[config.mk]
export PLATFORM = sky130hd
export DESIGN_NAME = io_subsystem
export DESIGN_NICKNAME = d
export VERILOG_FILES = /design/src/io_pkg.sv /design/src/gamepad_reader.sv /design/src/ym_pmod_shifter.sv /design/src/io_regs.sv /design/src/io_subsystem.sv
export VERILOG_INCLUDE_DIRS = /design/src
export SDC_FILE = /design/constraint.sdc
export NUM_CORES = 1
export LEC_CHECK = 0
export BUFFER_PORTS_ARGS = -buffer_cell sky130_fd_sc_hd__buf_2
export CAP_MARGIN = 30
export CORE_ASPECT_RATIO = 2
export CORE_MARGIN = 4
export CORE_UTILIZATION = 35
export CTS_BUF_LIST = sky130_fd_sc_hd__clkbuf_16
export DETAILED_ROUTE_END_ITERATION = 16
export RECOVER_POWER = 25
export SLEW_MARGIN = 0
export SYNTH_ARGS = -nofsm -noshare
export SYNTH_HDL_FRONTEND = slang
export SYNTH_SLANG_ARGS = --single-unit
[constraint.sdc]
create_clock -name clk_2x -period 3 [get_ports clk_2x]
set_clock_uncertainty 0.2 [all_clocks]
set_input_delay 0.15 -clock clk_2x [delete_from_list [all_inputs] [get_ports clk_2x]]
set_output_delay 0.15 -clock clk_2x [all_outputs]
set_load 0.1 [all_outputs]
[src/io_defines.svh]
// ####################
// Timing and width constants for the peripheral I/O block
// Include wherever a divider, counter or word width is needed
// ####################

`ifndef IO_DEFINES_SVH
`define IO_DEFINES_SVH

// Gamepad scan timing, in clk_2x cycles
`define IO_PAD_POLL_CYCLES 2000
`define IO_PAD_CLK_DIV 4

// Buttons per pad
`define IO_PAD_BITS 12

// Sound-chip serial port timing, in clk_2x cycles
`define IO_YM_SHIFT_DIV 2
`define IO_YM_CLK_DIV 2

// Data byte, A0, chip select, write, clear and volume control
`define IO_YM_WORD_BITS 14

`endif

[src/io_pkg.sv]
// ####################
// Types shared by the I/O block and its testbench
// Import with io_pkg::* in the module header
// ####################

`default_nettype none

package io_pkg;

    // Active-high buttons, b2 is the first bit out of the pad
    typedef struct packed {
        logic r;
        logic l;
        logic x;
        logic a;
        logic b1;
        logic b3;
        logic down;
        logic up;
        logic start;
        logic select;
        logic y;
        logic b2;
    } pad_buttons_t;

    // One sound-chip board word, shifted out MSB first
    typedef struct packed {
        logic       volume_clk;
        logic       volume_up_down;
        logic       ic_n;
        logic       wr_n;
        logic       cs_n;
        logic       a0;
        logic [7:0] data;
    } ym_word_t;

    typedef enum logic [2:0] {
        REG_LED    = 3'd0,
        REG_PAD1   = 3'd1,
        REG_PAD2   = 3'd2,
        REG_STATUS = 3'd3,
        REG_YM     = 3'd4
    } io_reg_e;

    typedef struct packed {
        logic        write;
        logic        read;
        io_reg_e     addr;
        logic [15:0] wdata;
    } io_bus_req_t;

    typedef struct packed {
        logic [7:0] pad_seq;
        logic [5:0] reserved;
        logic       overrun;
        logic       ym_busy;
    } io_status_t;

    typedef enum logic [1:0] {
        PAD_IDLE,
        PAD_LATCH,
        PAD_SHIFT
    } pad_state_e;

    typedef enum logic [1:0] {
        YM_IDLE,
        YM_SHIFT,
        YM_LOAD
    } ym_state_e;

endpackage

`default_nettype wire

[src/gamepad_reader.sv]
// ####################
// Periodic scan of two serial gamepads on a shared latch and clock
// pad1 and pad2 update together with the one-cycle pad_done pulse
// ####################

`timescale 1ns/1ps
`default_nettype none

`include "io_defines.svh"

module gamepad_reader import io_pkg::*; (
    input  wire logic         clk_2x,
    input  wire logic         arst_n,
    input  wire logic [1:0]   pad_data,
    output logic              pad_latch,
    output logic              pad_clk,
    output pad_buttons_t      pad1,
    output pad_buttons_t      pad2,
    output logic              pad_done
);
    localparam int POLL_CYCLES = `IO_PAD_POLL_CYCLES;
    localparam int CLK_DIV = `IO_PAD_CLK_DIV;
    localparam int PAD_BITS = `IO_PAD_BITS;
    localparam int POLL_W = $clog2(POLL_CYCLES);
    localparam int DIV_W = $clog2(2 * CLK_DIV);
    localparam int BIT_W = $clog2(PAD_BITS);

    pad_state_e state;
    logic [POLL_W-1:0] poll_cnt;
    logic [DIV_W-1:0] div_cnt;
    logic [BIT_W-1:0] bit_cnt;
    logic [PAD_BITS-1:0] sr1;
    logic [PAD_BITS-1:0] sr2;
    logic half_done;
    logic latch_done;
    logic sample;

    assign half_done = (div_cnt == DIV_W'(CLK_DIV - 1));
    assign latch_done = (div_cnt == DIV_W'(2 * CLK_DIV - 1));

    // Sampled just before pad_clk rises, so the pad has not yet advanced
    assign sample = (state == PAD_SHIFT) && half_done && !pad_clk;

    always_ff @(posedge clk_2x or negedge arst_n) begin
        if (!arst_n) begin
            poll_cnt <= '0;
        end else if (poll_cnt == POLL_W'(POLL_CYCLES - 1)) begin
            poll_cnt <= '0;
        end else begin
            poll_cnt <= poll_cnt + 1'b1;
        end
    end

    always_ff @(posedge clk_2x or negedge arst_n) begin
        if (!arst_n) begin
            state <= PAD_IDLE;
            div_cnt <= '0;
            bit_cnt <= '0;
            pad_latch <= 1'b0;
            pad_clk <= 1'b1;
            pad1 <= '0;
            pad2 <= '0;
            pad_done <= 1'b0;
        end else begin
            pad_done <= 1'b0;
            div_cnt <= div_cnt + 1'b1;

            case (state)
                PAD_IDLE: begin
                    div_cnt <= '0;
                    if (poll_cnt == '0) begin
                        pad_latch <= 1'b1;
                        state <= PAD_LATCH;
                    end
                end
                PAD_LATCH: begin
                    if (latch_done) begin
                        pad_latch <= 1'b0;
                        pad_clk <= 1'b0;
                        div_cnt <= '0;
                        bit_cnt <= '0;
                        state <= PAD_SHIFT;
                    end
                end
                PAD_SHIFT: begin
                    if (half_done) begin
                        div_cnt <= '0;
                        if (!pad_clk) begin
                            pad_clk <= 1'b1;
                        end else if (bit_cnt == BIT_W'(PAD_BITS - 1)) begin
                            // Last high phase done, publish both pads at once
                            pad1 <= pad_buttons_t'(sr1);
                            pad2 <= pad_buttons_t'(sr2);
                            pad_done <= 1'b1;
                            state <= PAD_IDLE;
                        end else begin
                            pad_clk <= 1'b0;
                            bit_cnt <= bit_cnt + 1'b1;
                        end
                    end
                end
                default: begin
                    state <= PAD_IDLE;
                end
            endcase
        end
    end

    // Pad data is active low, first bit lands in the LSB after 12 shifts
    always_ff @(posedge clk_2x) begin
        if (sample) begin
            sr1 <= {~pad_data[0], sr1[PAD_BITS-1:1]};
            sr2 <= {~pad_data[1], sr2[PAD_BITS-1:1]};
        end
    end

endmodule

`default_nettype wire

[src/ym_pmod_shifter.sv]
// ####################
// Serial link to the sound-chip board and its master clock
// Pulse ym_start with a word, wait for ym_busy to fall
// ####################

`timescale 1ns/1ps
`default_nettype none

`include "io_defines.svh"

module ym_pmod_shifter import io_pkg::*; (
    input  wire logic     clk_2x,
    input  wire logic     arst_n,
    input  wire logic     ym_start,
    input  wire ym_word_t ym_word,
    output logic          ym_busy,
    output logic          ym_pmod_clk,
    output logic          ym_pmod_shift_clk,
    output logic          ym_pmod_shift_out,
    output logic          ym_pmod_shift_load
);
    localparam int SHIFT_DIV = `IO_YM_SHIFT_DIV;
    localparam int CLK_DIV = `IO_YM_CLK_DIV;
    localparam int WORD_BITS = `IO_YM_WORD_BITS;
    localparam int SHIFT_W = (SHIFT_DIV > 1) ? $clog2(SHIFT_DIV) : 1;
    localparam int CLK_W = (CLK_DIV > 1) ? $clog2(CLK_DIV) : 1;
    localparam int BIT_W = $clog2(WORD_BITS);

    ym_state_e state;
    logic [SHIFT_W-1:0] div_cnt;
    logic [CLK_W-1:0] clk_cnt;
    logic [BIT_W-1:0] bit_cnt;
    logic [WORD_BITS-2:0] word_sr;
    logic half_done;
    logic accept;
    logic next_bit;

    assign half_done = (div_cnt == SHIFT_W'(SHIFT_DIV - 1));
    assign accept = (state == YM_IDLE) && ym_start;

    // Advance on the falling edge of the shift clock, except after the last bit
    assign next_bit = (state == YM_SHIFT) && half_done && ym_pmod_shift_clk &&
                      (bit_cnt != BIT_W'(WORD_BITS - 1));

    assign ym_busy = (state != YM_IDLE);

    always_ff @(posedge clk_2x or negedge arst_n) begin
        if (!arst_n) begin
            state <= YM_IDLE;
            div_cnt <= '0;
            bit_cnt <= '0;
            ym_pmod_shift_clk <= 1'b0;
            ym_pmod_shift_out <= 1'b0;
            ym_pmod_shift_load <= 1'b0;
        end else begin
            div_cnt <= half_done ? '0 : div_cnt + 1'b1;

            case (state)
                YM_IDLE: begin
                    div_cnt <= '0;
                    bit_cnt <= '0;
                    if (accept) begin
                        ym_pmod_shift_out <= ym_word[WORD_BITS-1];
                        state <= YM_SHIFT;
                    end
                end
                YM_SHIFT: begin
                    if (half_done) begin
                        if (!ym_pmod_shift_clk) begin
                            ym_pmod_shift_clk <= 1'b1;
                        end else if (next_bit) begin
                            ym_pmod_shift_clk <= 1'b0;
                            ym_pmod_shift_out <= word_sr[WORD_BITS-2];
                            bit_cnt <= bit_cnt + 1'b1;
                        end else begin
                            ym_pmod_shift_clk <= 1'b0;
                            ym_pmod_shift_load <= 1'b1;
                            state <= YM_LOAD;
                        end
                    end
                end
                YM_LOAD: begin
                    if (half_done) begin
                        ym_pmod_shift_load <= 1'b0;
                        ym_pmod_shift_out <= 1'b0;
                        state <= YM_IDLE;
                    end
                end
                default: begin
                    state <= YM_IDLE;
                end
            endcase
        end
    end

    // The MSB goes out straight from ym_word, only the rest is held here
    always_ff @(posedge clk_2x) begin
        if (accept) begin
            word_sr <= ym_word[WORD_BITS-2:0];
        end else if (next_bit) begin
            word_sr <= {word_sr[WORD_BITS-3:0], 1'b0};
        end
    end

    // Free-running master clock for the sound chip
    always_ff @(posedge clk_2x or negedge arst_n) begin
        if (!arst_n) begin
            clk_cnt <= '0;
            ym_pmod_clk <= 1'b0;
        end else if (clk_cnt == CLK_W'(CLK_DIV - 1)) begin
            clk_cnt <= '0;
            ym_pmod_clk <= ~ym_pmod_clk;
        end else begin
            clk_cnt <= clk_cnt + 1'b1;
        end
    end

endmodule

`default_nettype wire

[src/io_regs.sv]
// ####################
// CPU register bus for LEDs, gamepads, status and sound-chip writes
// Write strobes act on the edge, read data follows one cycle later
// ####################

`timescale 1ns/1ps
`default_nettype none

`include "io_defines.svh"

module io_regs import io_pkg::*; (
    input  wire logic         clk_2x,
    input  wire logic         arst_n,
    input  wire io_bus_req_t  bus_req,
    input  wire pad_buttons_t pad1,
    input  wire pad_buttons_t pad2,
    input  wire logic         pad_done,
    input  wire logic         ym_busy,
    output logic [15:0]       rdata,
    output logic [7:0]        led,
    output logic              ym_start,
    output ym_word_t          ym_word
);
    localparam int PAD_PAD_W = 16 - `IO_PAD_BITS;
    localparam int WORD_BITS = `IO_YM_WORD_BITS;

    logic [7:0] pad_seq;
    logic overrun;
    logic wr_led;
    logic wr_status;
    logic wr_ym;
    logic ym_blocked;
    io_status_t status;
    logic [15:0] read_mux;

    assign wr_led = bus_req.write && (bus_req.addr == REG_LED);
    assign wr_status = bus_req.write && (bus_req.addr == REG_STATUS);
    assign wr_ym = bus_req.write && (bus_req.addr == REG_YM);

    // A start still in flight counts as busy, the shifter has not seen it yet
    assign ym_blocked = ym_busy || ym_start;

    always_comb begin
        status = '0;
        status.pad_seq = pad_seq;
        status.overrun = overrun;
        status.ym_busy = ym_busy;
    end

    always_comb begin
        case (bus_req.addr)
            REG_LED:    read_mux = {8'h00, led};
            REG_PAD1:   read_mux = {{PAD_PAD_W{1'b0}}, pad1};
            REG_PAD2:   read_mux = {{PAD_PAD_W{1'b0}}, pad2};
            REG_STATUS: read_mux = status;
            default:    read_mux = '0;
        endcase
    end

    always_ff @(posedge clk_2x or negedge arst_n) begin
        if (!arst_n) begin
            rdata <= '0;
        end else if (bus_req.read) begin
            rdata <= read_mux;
        end
    end

    always_ff @(posedge clk_2x or negedge arst_n) begin
        if (!arst_n) begin
            led <= '0;
        end else if (wr_led) begin
            led <= bus_req.wdata[7:0];
        end
    end

    // Counts completed gamepad scans, wraps at 8 bits
    always_ff @(posedge clk_2x or negedge arst_n) begin
        if (!arst_n) begin
            pad_seq <= '0;
        end else if (pad_done) begin
            pad_seq <= pad_seq + 1'b1;
        end
    end

    // Sticky until software writes the status register
    always_ff @(posedge clk_2x or negedge arst_n) begin
        if (!arst_n) begin
            overrun <= 1'b0;
        end else if (wr_status) begin
            overrun <= 1'b0;
        end else if (wr_ym && ym_blocked) begin
            overrun <= 1'b1;
        end
    end

    always_ff @(posedge clk_2x or negedge arst_n) begin
        if (!arst_n) begin
            ym_start <= 1'b0;
        end else begin
            ym_start <= wr_ym && !ym_blocked;
        end
    end

    always_ff @(posedge clk_2x) begin
        if (wr_ym && !ym_blocked) begin
            ym_word <= ym_word_t'(bus_req.wdata[WORD_BITS-1:0]);
        end
    end

endmodule

`default_nettype wire

[src/io_subsystem.sv]
// ####################
// Peripheral I/O block top level
// Register bus, gamepad scanner and sound-chip serial port
// ####################

`timescale 1ns/1ps
`default_nettype none

module io_subsystem import io_pkg::*; (
    input  wire logic        clk_2x,
    input  wire logic        arst_n,
    input  wire io_bus_req_t bus_req,
    output logic [15:0]      rdata,
    output logic [7:0]       led,
    output logic             pad_latch,
    output logic             pad_clk,
    input  wire logic [1:0]  pad_data,
    output logic             ym_pmod_clk,
    output logic             ym_pmod_shift_clk,
    output logic             ym_pmod_shift_out,
    output logic             ym_pmod_shift_load
);
    pad_buttons_t pad1;
    pad_buttons_t pad2;
    logic pad_done;
    logic ym_start;
    logic ym_busy;
    ym_word_t ym_word;

    io_regs io_regs_i (
        .clk_2x   (clk_2x),
        .arst_n   (arst_n),
        .bus_req  (bus_req),
        .pad1     (pad1),
        .pad2     (pad2),
        .pad_done (pad_done),
        .ym_busy  (ym_busy),
        .rdata    (rdata),
        .led      (led),
        .ym_start (ym_start),
        .ym_word  (ym_word)
    );

    // Bit 0 of pad_data is player 1
    gamepad_reader gamepad_reader_i (
        .clk_2x    (clk_2x),
        .arst_n    (arst_n),
        .pad_data  (pad_data),
        .pad_latch (pad_latch),
        .pad_clk   (pad_clk),
        .pad1      (pad1),
        .pad2      (pad2),
        .pad_done  (pad_done)
    );

    ym_pmod_shifter ym_pmod_shifter_i (
        .clk_2x             (clk_2x),
        .arst_n             (arst_n),
        .ym_start           (ym_start),
        .ym_word            (ym_word),
        .ym_busy            (ym_busy),
        .ym_pmod_clk        (ym_pmod_clk),
        .ym_pmod_shift_clk  (ym_pmod_shift_clk),
        .ym_pmod_shift_out  (ym_pmod_shift_out),
        .ym_pmod_shift_load (ym_pmod_shift_load)
    );

endmodule

`default_nettype wire

Word-level counts from Yosys, hierarchy flattened

Cells that the tools add are included.

Add/sub/neg operators: 7
Multipliers: 0
Div/mod/pow operators: 0
Magnitude comparators: 0
Eq/ne operators: 25
Shifts and indexed selects: 0
Multiplexer cells: 54
Bitwise operators: 3
Reductions and logical operators: 36

Operator list:

| kind                    | count |
|---|---|
| $pmux W16 S4            | 1 |
| $mux W4                 | 7 |
| $mux W13                | 2 |
| $mux W1                 | 22 |
| $mux W2                 | 10 |
| $reduce_and A5 Y1       | 4 |
| $ne A2 B1 Y1 const B    | 9 |
| $pmux W4 S2             | 2 |
| $reduce_bool A2 Y1      | 7 |
| $pmux W2 S3             | 2 |
| $add A11 B1 Y11 const B | 1 |
| $eq A11 B11 Y1 const B  | 1 |
| $logic_and A1 B1 Y1     | 11 |
| $logic_not A11 Y1       | 1 |
| $mux W11                | 1 |
| $eq A3 B2 Y1 const B    | 3 |
| $pmux W3 S3             | 1 |
| $add A4 B1 Y4 const B   | 2 |
| $add A8 B1 Y8 const B   | 1 |
| $reduce_and A4 Y1       | 2 |
| $eq A3 B3 Y1 const B    | 2 |
| $mux W3                 | 2 |
| $ne A2 B2 Y1 const B    | 3 |
| $pmux W1 S2             | 3 |
| 17 further kinds        | 25 |

Bits in registers: 144
Bits in latches: 0
RAM bits: 0
Memory bits (read-only): 0
Logic and storage cells: 179
Memories: 0

Longest topological paths before layout

Depth after elaboration: 8
Gate-level depth with buffers: 8
Gate-level depth less buffers: 6

Modules after synthesis

From an unflattened synthesis, not the netlist that was laid out.

Cells, all modules: 460
Area total of the unflattened synthesis: 6,297.3 um^2

By module, submodules not included:

| module          | times used | cells an instance | area an instance (um^2) | seq. area each (um^2) |
|---|---|---|---|---|
| gamepad_reader  | 1          | 202               | 2,974.1                 | 1,898.1 |
| io_regs         | 1          | 162               | 2,075.7                 | 1,271.2 |
| ym_pmod_shifter | 1          | 96                | 1,247.4                 | 690.7 |

Worst setup path after synthesis

No wires, ideal clock.

Path type: register to register
Start: register ym_pmod_shifter_i.state[0]
End: register, netlist name io_regs_i.ym_word[0]
Arrival: 2.143 ns
Path slack: 0.252 ns
Stages on the path, launching flop included: 6
Path buffers: 0
Clock period less this slack: 2.748 ns
Path through: dfrtp_1 inv_1 ha_1 nor2b_1 nand2_1 nor3_1

Word-level cells in the longest chain between the ends: 4

Ends and longest elaborated chain:

| item                   | RTL line              | RTL |
|---|---|---|
| start, declared        | ym_pmod_shifter.sv:29 | `ym_state_e state;` |
| start signal, assigned | ym_pmod_shifter.sv:49 | `state <= YM_IDLE;` |
| start signal, assigned | ym_pmod_shifter.sv:64 | `state <= YM_SHIFT;` |
| start signal, assigned | ym_pmod_shifter.sv:78 | `state <= YM_LOAD;` |
| $reduce_bool A2 Y1     | ym_pmod_shifter.sv:45 | `assign ym_busy = (state != YM_IDLE);` |
| $logic_or A1 B1 Y1     | io_regs.sv:41         | `assign ym_blocked = ym_busy \|\| ym_start;` |
| $logic_not A1 Y1       | io_regs.sv:105        | `if (wr_ym && !ym_blocked) begin` |
| $logic_and A1 B1 Y1    | io_regs.sv:105        |  |

No other way between the ends.
A chain may end at the register's enable or synchronous reset.

Worst setup path after layout

Start: register ym_pmod_shifter_i.state[1]
End: register ym_pmod_shifter_i.ym_pmod_shift_out

Word-level cells in the longest chain between the ends: 6
Elaborated cells on any way between the ends: 15
Classes of those cells: eq/ne: 7; mux: 1; reduce/logical: 7

Ends and longest elaborated chain:

| item                               | RTL line                                     | RTL |
|---|---|---|
| $eq A2 B1 Y1                       | ym_pmod_shifter.sv:42, ym_pmod_shifter.sv:58 |  |
| $logic_and A1 B1 Y1 (3 in a row)   | ym_pmod_shifter.sv:42                        | `assign next_bit = (state == YM_SHIFT) && half_done && ym_pmod_shift_clk &&` |
| $ne A2 B1 Y1 (no source line)      | n/a                                          |  |
| $reduce_and A6 Y1 (no source line) | n/a                                          |  |
| end signal, assigned               | ym_pmod_shifter.sv:63                        | `ym_pmod_shift_out <= ym_word[WORD_BITS-1];` |
| end signal, assigned               | ym_pmod_shifter.sv:73                        | `ym_pmod_shift_out <= word_sr[WORD_BITS-2];` |
| end, declared                      | ym_pmod_shifter.sv:19                        | `output logic ym_pmod_shift_out,` |

Parallel ways exist; a longest one is shown, timed or not.

==> metrics.md <==
| Metric | Value |
|---|---|
| Routed len/inst | `15.92 um` |
| Clock Tree Buf Depth | `2` |
| Pin count of the biggest net entering global routing | `52` |
| Worst-path maximum fanout | `9` |
| Min Tclk post-route | `between 2 and 2.5 ns` |
| Final hold vios | `0` |
| # nets final | `576` |
| Share of cells above drive strength 1 | `0.2752` |
| # rows | `68` |
| Max_slew headroom | `0.1166` |
| Synth warn | `0` |
| RSZ-0062 raised after global routing | `false` |
| Setup_tns | `0 ns` |
| # IOs | `55` |
| Vias in the first global route | `4021` |
| Worst Max-Slew Pin Slew | `1.325 ns` |
| H-tree levels | `4` |
| MaxCap Viol Count | `0` |
| Crit path kind | `register to register` |
| VDD IR max | `0.3287 mV` |
| Post_cts resized | `0` |
| Ys async rst share | `0.6458` |
| Syn nets | `493` |
| Drt pass-1 iters | `4` |
| # diodes | `0` |
| Routed Antenna Nets | `0` |
| Synth Register Bits | `144` |
| Post-DR vias/cell | `4.984` |
| Final-report max-slew violation count | `0` |
| Die Ht | `a little under 200 um` |
| Filler instances | `1600` |
| Path type of the worst min-delay path | `input port to register` |
| Worst path cell trace | `inv_1, ha_1, nand3_2, nand2b_4, a2111oi_4, mux2_1` |
| GPL Wtd Cong | `~0.76` |
| First-pass GRT wire length | `20040 um` |
| Setup violators final | `0` |
| Area Overhead vs Synth | `20.39%` |
| Fin util | `0.4273` |
| Final worst setup slack | `0.6912 ns` |
| DR iter-0 viols | `138` |
| Clock sinks | `144` |
| Avg Cell Area, Syn | `13.65 sq um` |
| Final std cells w/o fill | `755` |
| Data required time of the critical path | `3.09 ns` |
| Cell leakage power | `between 3 and 4 nW` |
| Core area | `roughly 17000 sq um` |
| Share of the synthesized area in the top cell type | `0.3756` |
| Post-placement cell count | `704` |
| Total CTS buffers | `17` |
| Worst path max stage delay | `0.41 ns` |
| Hpwl dp | `8478 um` |
| Post-synth cell types | `55` |
| TritonCTS clock tree | `yes` |
| Synth area leader | `dfrtp_1` |
| Initial antenna violation count | `0` |
| Sequential area share after synthesis | `0.6297` |
| Drc violations | `0` |
| Final wirelength | `~12000 um` |
| Worst-skew pair later-pin latency | `about 0.41 ns` |
| Status | `complete, no violations` |
| Fin crit share | `0.7696` |
| Number of flops mapped to enable cells by yosys | `51` |
| Vias | `3763` |
| CP Launch Type | `register` |
| Mapped Area | `6130 sq um` |
| Port buffer count | `52` |
| Slowest cell on crit path | `dfrtp_1` |
| Worst-path clk slew | `roughly 0.07 ns` |
| WP data arrival | `2.39 ns` |
| Cell Pwr Density | `roughly 700 nW/um^2` |
| Die Area | `19820 sq um` |
| Fmax | `433.1 MHz` |
| Initial Utilization | `0.3549` |
| Ys flop type | `dfrtp_1` |
| Cells after Synth | `roughly 450` |
| Die Wd | `101.6 um` |
| Grt ovf | `0` |
| Synth area leaders | `dfrtp_1 38%, edfxtp_1 25%, mux2_2 9.6%, ha_1 3.9%, inv_1 2.4%` |
| GRT Resource Usage Total | `0.1290` |
| Root Buffer | `clkbuf_16` |
| Setup Slack @ Placement | `~0.7 ns` |
| Critical path capture point type | `register` |
per-layer routing:
metal | wire [um] | vias up | track usage
li1 | - | 1777 | -
met2 | 6793 | 62 | 0.2364
met5 | 0 | - | 0
met1 | 4673 | 1912 | 0.1417
met3 | 406 | 12 | 0.03110
met4 | 148 | 0 | 0.04290
stage by stage:
| step | total power, mW | area, sq um | hold WS (ns) |
|---|---|---|---|
| after CTS | 5.264 | 7390 | 0.005207 |
| after detailed placement | 3.222 | 6634 | 0.03215 |
| after global placement | 3.202 | 6634 | 0.02509 |
| after floorplan | 3.009 | 6130 | -0.3456 |
| final | 5.188 | 7380 | 0.01756 |
| after global routing | 5.421 | 7380 | 0.01054 |
worst max-delay path, delay by kind of cell, from the launching register on:
kind	cells	cell delay, ns
buffers and inverters	1	0.11
muxes	1	0.35
adders and majority gates	1	0.38
AOI/OAI and AO/OA	1	0.37
and+or+nand+nor	2	0.35
DFF	1	0.41
power breakdown:
| group | internal (mW) | leakage [nW] | switching, mW | total, mW |
|---|---|---|---|---|
| Clock | 1.10 | 0.271 | 0.900 | 2.00 |
| Sequential | 2.16 | 1.69 | 0.0855 | 2.25 |
| Combinational | 0.268 | 1.25 | 0.673 | 0.940 |
| Total | 3.53 | 3.21 | 1.66 | 5.19 |
area by class of cell:
class	instances	area, sq um	share of cell area
Inverter	39	146.4	0.01984
Multi-Input combinational cell	252	2049	0.2777
Tap cell	210	262.8	0.03561
Clock buffer	17	425.4	0.05765
Clock inverter	15	140.1	0.01899
Timing Repair Buffer	78	495.5	0.06714
Sequential cell	144	3860	0.5231
registers in the layout, indices dropped and copies added, names as in the netlist, 2 cells and up:
signal and flops:
gamepad_reader_i.pad1 12, ym_pmod_shifter_i.state 2, gamepad_reader_i.bit_cnt 4, gamepad_reader_i.sr2 12, gamepad_reader_i.pad2 12, gamepad_reader_i.sr1 12
gamepad_reader_i.poll_cnt 11, io_regs_i.pad_seq 8, ym_pmod_shifter_i.word_sr 13, io_regs_i.ym_word 14, gamepad_reader_i.div_cnt 3, ym_pmod_shifter_i.bit_cnt 4
gamepad_reader_i.state 2, io_regs_i.rdata 16, io_regs_i.led 8
timing repair:
action,CTS,global route
hold buffers,19,0
setup buffers,0,0
hold endpoints to repair,73,0
path summary, 6_finish.rpt:
check / endpoint / slack (ns) / startpoint / depth (start not counted)
setup / recovery: ym_pmod_shifter_i.ym_pmod_shift_out$_DFFE_PN0P_ / 0.69 / ym_pmod_shifter_i.state[1]$_DFFE_PN0P_ / 6
hold reg to reg: ym_pmod_shifter_i.clk_cnt$_DFF_PN0_ / 0.24 / ym_pmod_shifter_i.clk_cnt$_DFF_PN0_ / 1
hold / removal: io_regs_i.rdata[15]$_DFFE_PN0P_ / 0.02 / bus_req[19] / 3
max in group asynchronous: gamepad_reader_i.pad_clk$_DFFE_PN1P_ / 1.26 / arst_n / 3
setup reg to reg: ym_pmod_shifter_i.ym_pmod_shift_out$_DFFE_PN0P_ / 0.69 / ym_pmod_shifter_i.state[1]$_DFFE_PN0P_ / 6
min in group asynchronous: io_regs_i.led[7]$_DFFE_PN0P_ / 0.36 / arst_n / 2
Yosys cell counts (3+ instances only):
cell and instances:
o22ai_1 16, buf_2 4, nand3_1 14, nand2b_1 5, inv_1 39, buf_6 3, dfrtp_1 92, a21oi_1 4
nand2_1 22, a31oi_1 8, mux2i_1 9, nand4_1 5, nor3_1 3, ha_1 19, nor2_1 23, nor2b_1 6
clkbuf_1 5, mux2_2 52, edfxtp_1 51, nor3b_1 3, o21ai_0 9, xnor2_1 8, xor2_1 9, a22oi_1 4
logic make-up (layout without fill, tap and decap cells):
kind of cell | count (synthesis) | in the layout | share of synthesized area
adder cells (fa/ha/maj) | 19 | 19 | 0.03878
AO/OA/AOI/OAI | 57 | 57 | 0.06594
buffers and inverters | 53 | 149 | 0.03756
flip-flops | 144 | 144 | 0.6297
AND/OR/NAND/NOR | 95 | 95 | 0.08430
XOR/XNOR | 17 | 17 | 0.02429
multiplexers | 64 | 64 | 0.1194
placed cells by master, fill, tap and decap left out, types with 6 or more instances in the layout:
cell type      netlist  final
dfrtp_1             92     92
mux2_2              52     52
edfxtp_1            51     51
buf_2                4     45
inv_1               39     39
nand2_1             22     22
nor2_1              23     22
ha_1                19     19
dlygate4sd3_1        0     19
clkbuf_16            0     17
o22ai_1             16     16
nand3_1             14     14
xor2_1               9      9
o21ai_0              9      9
mux2i_1              9      9
a31oi_1              8      8
xnor2_1              8      8
buf_4                1      7
inv_6                0      6
clkbuf_1             5      6
(Power assumes the default switching activity.)
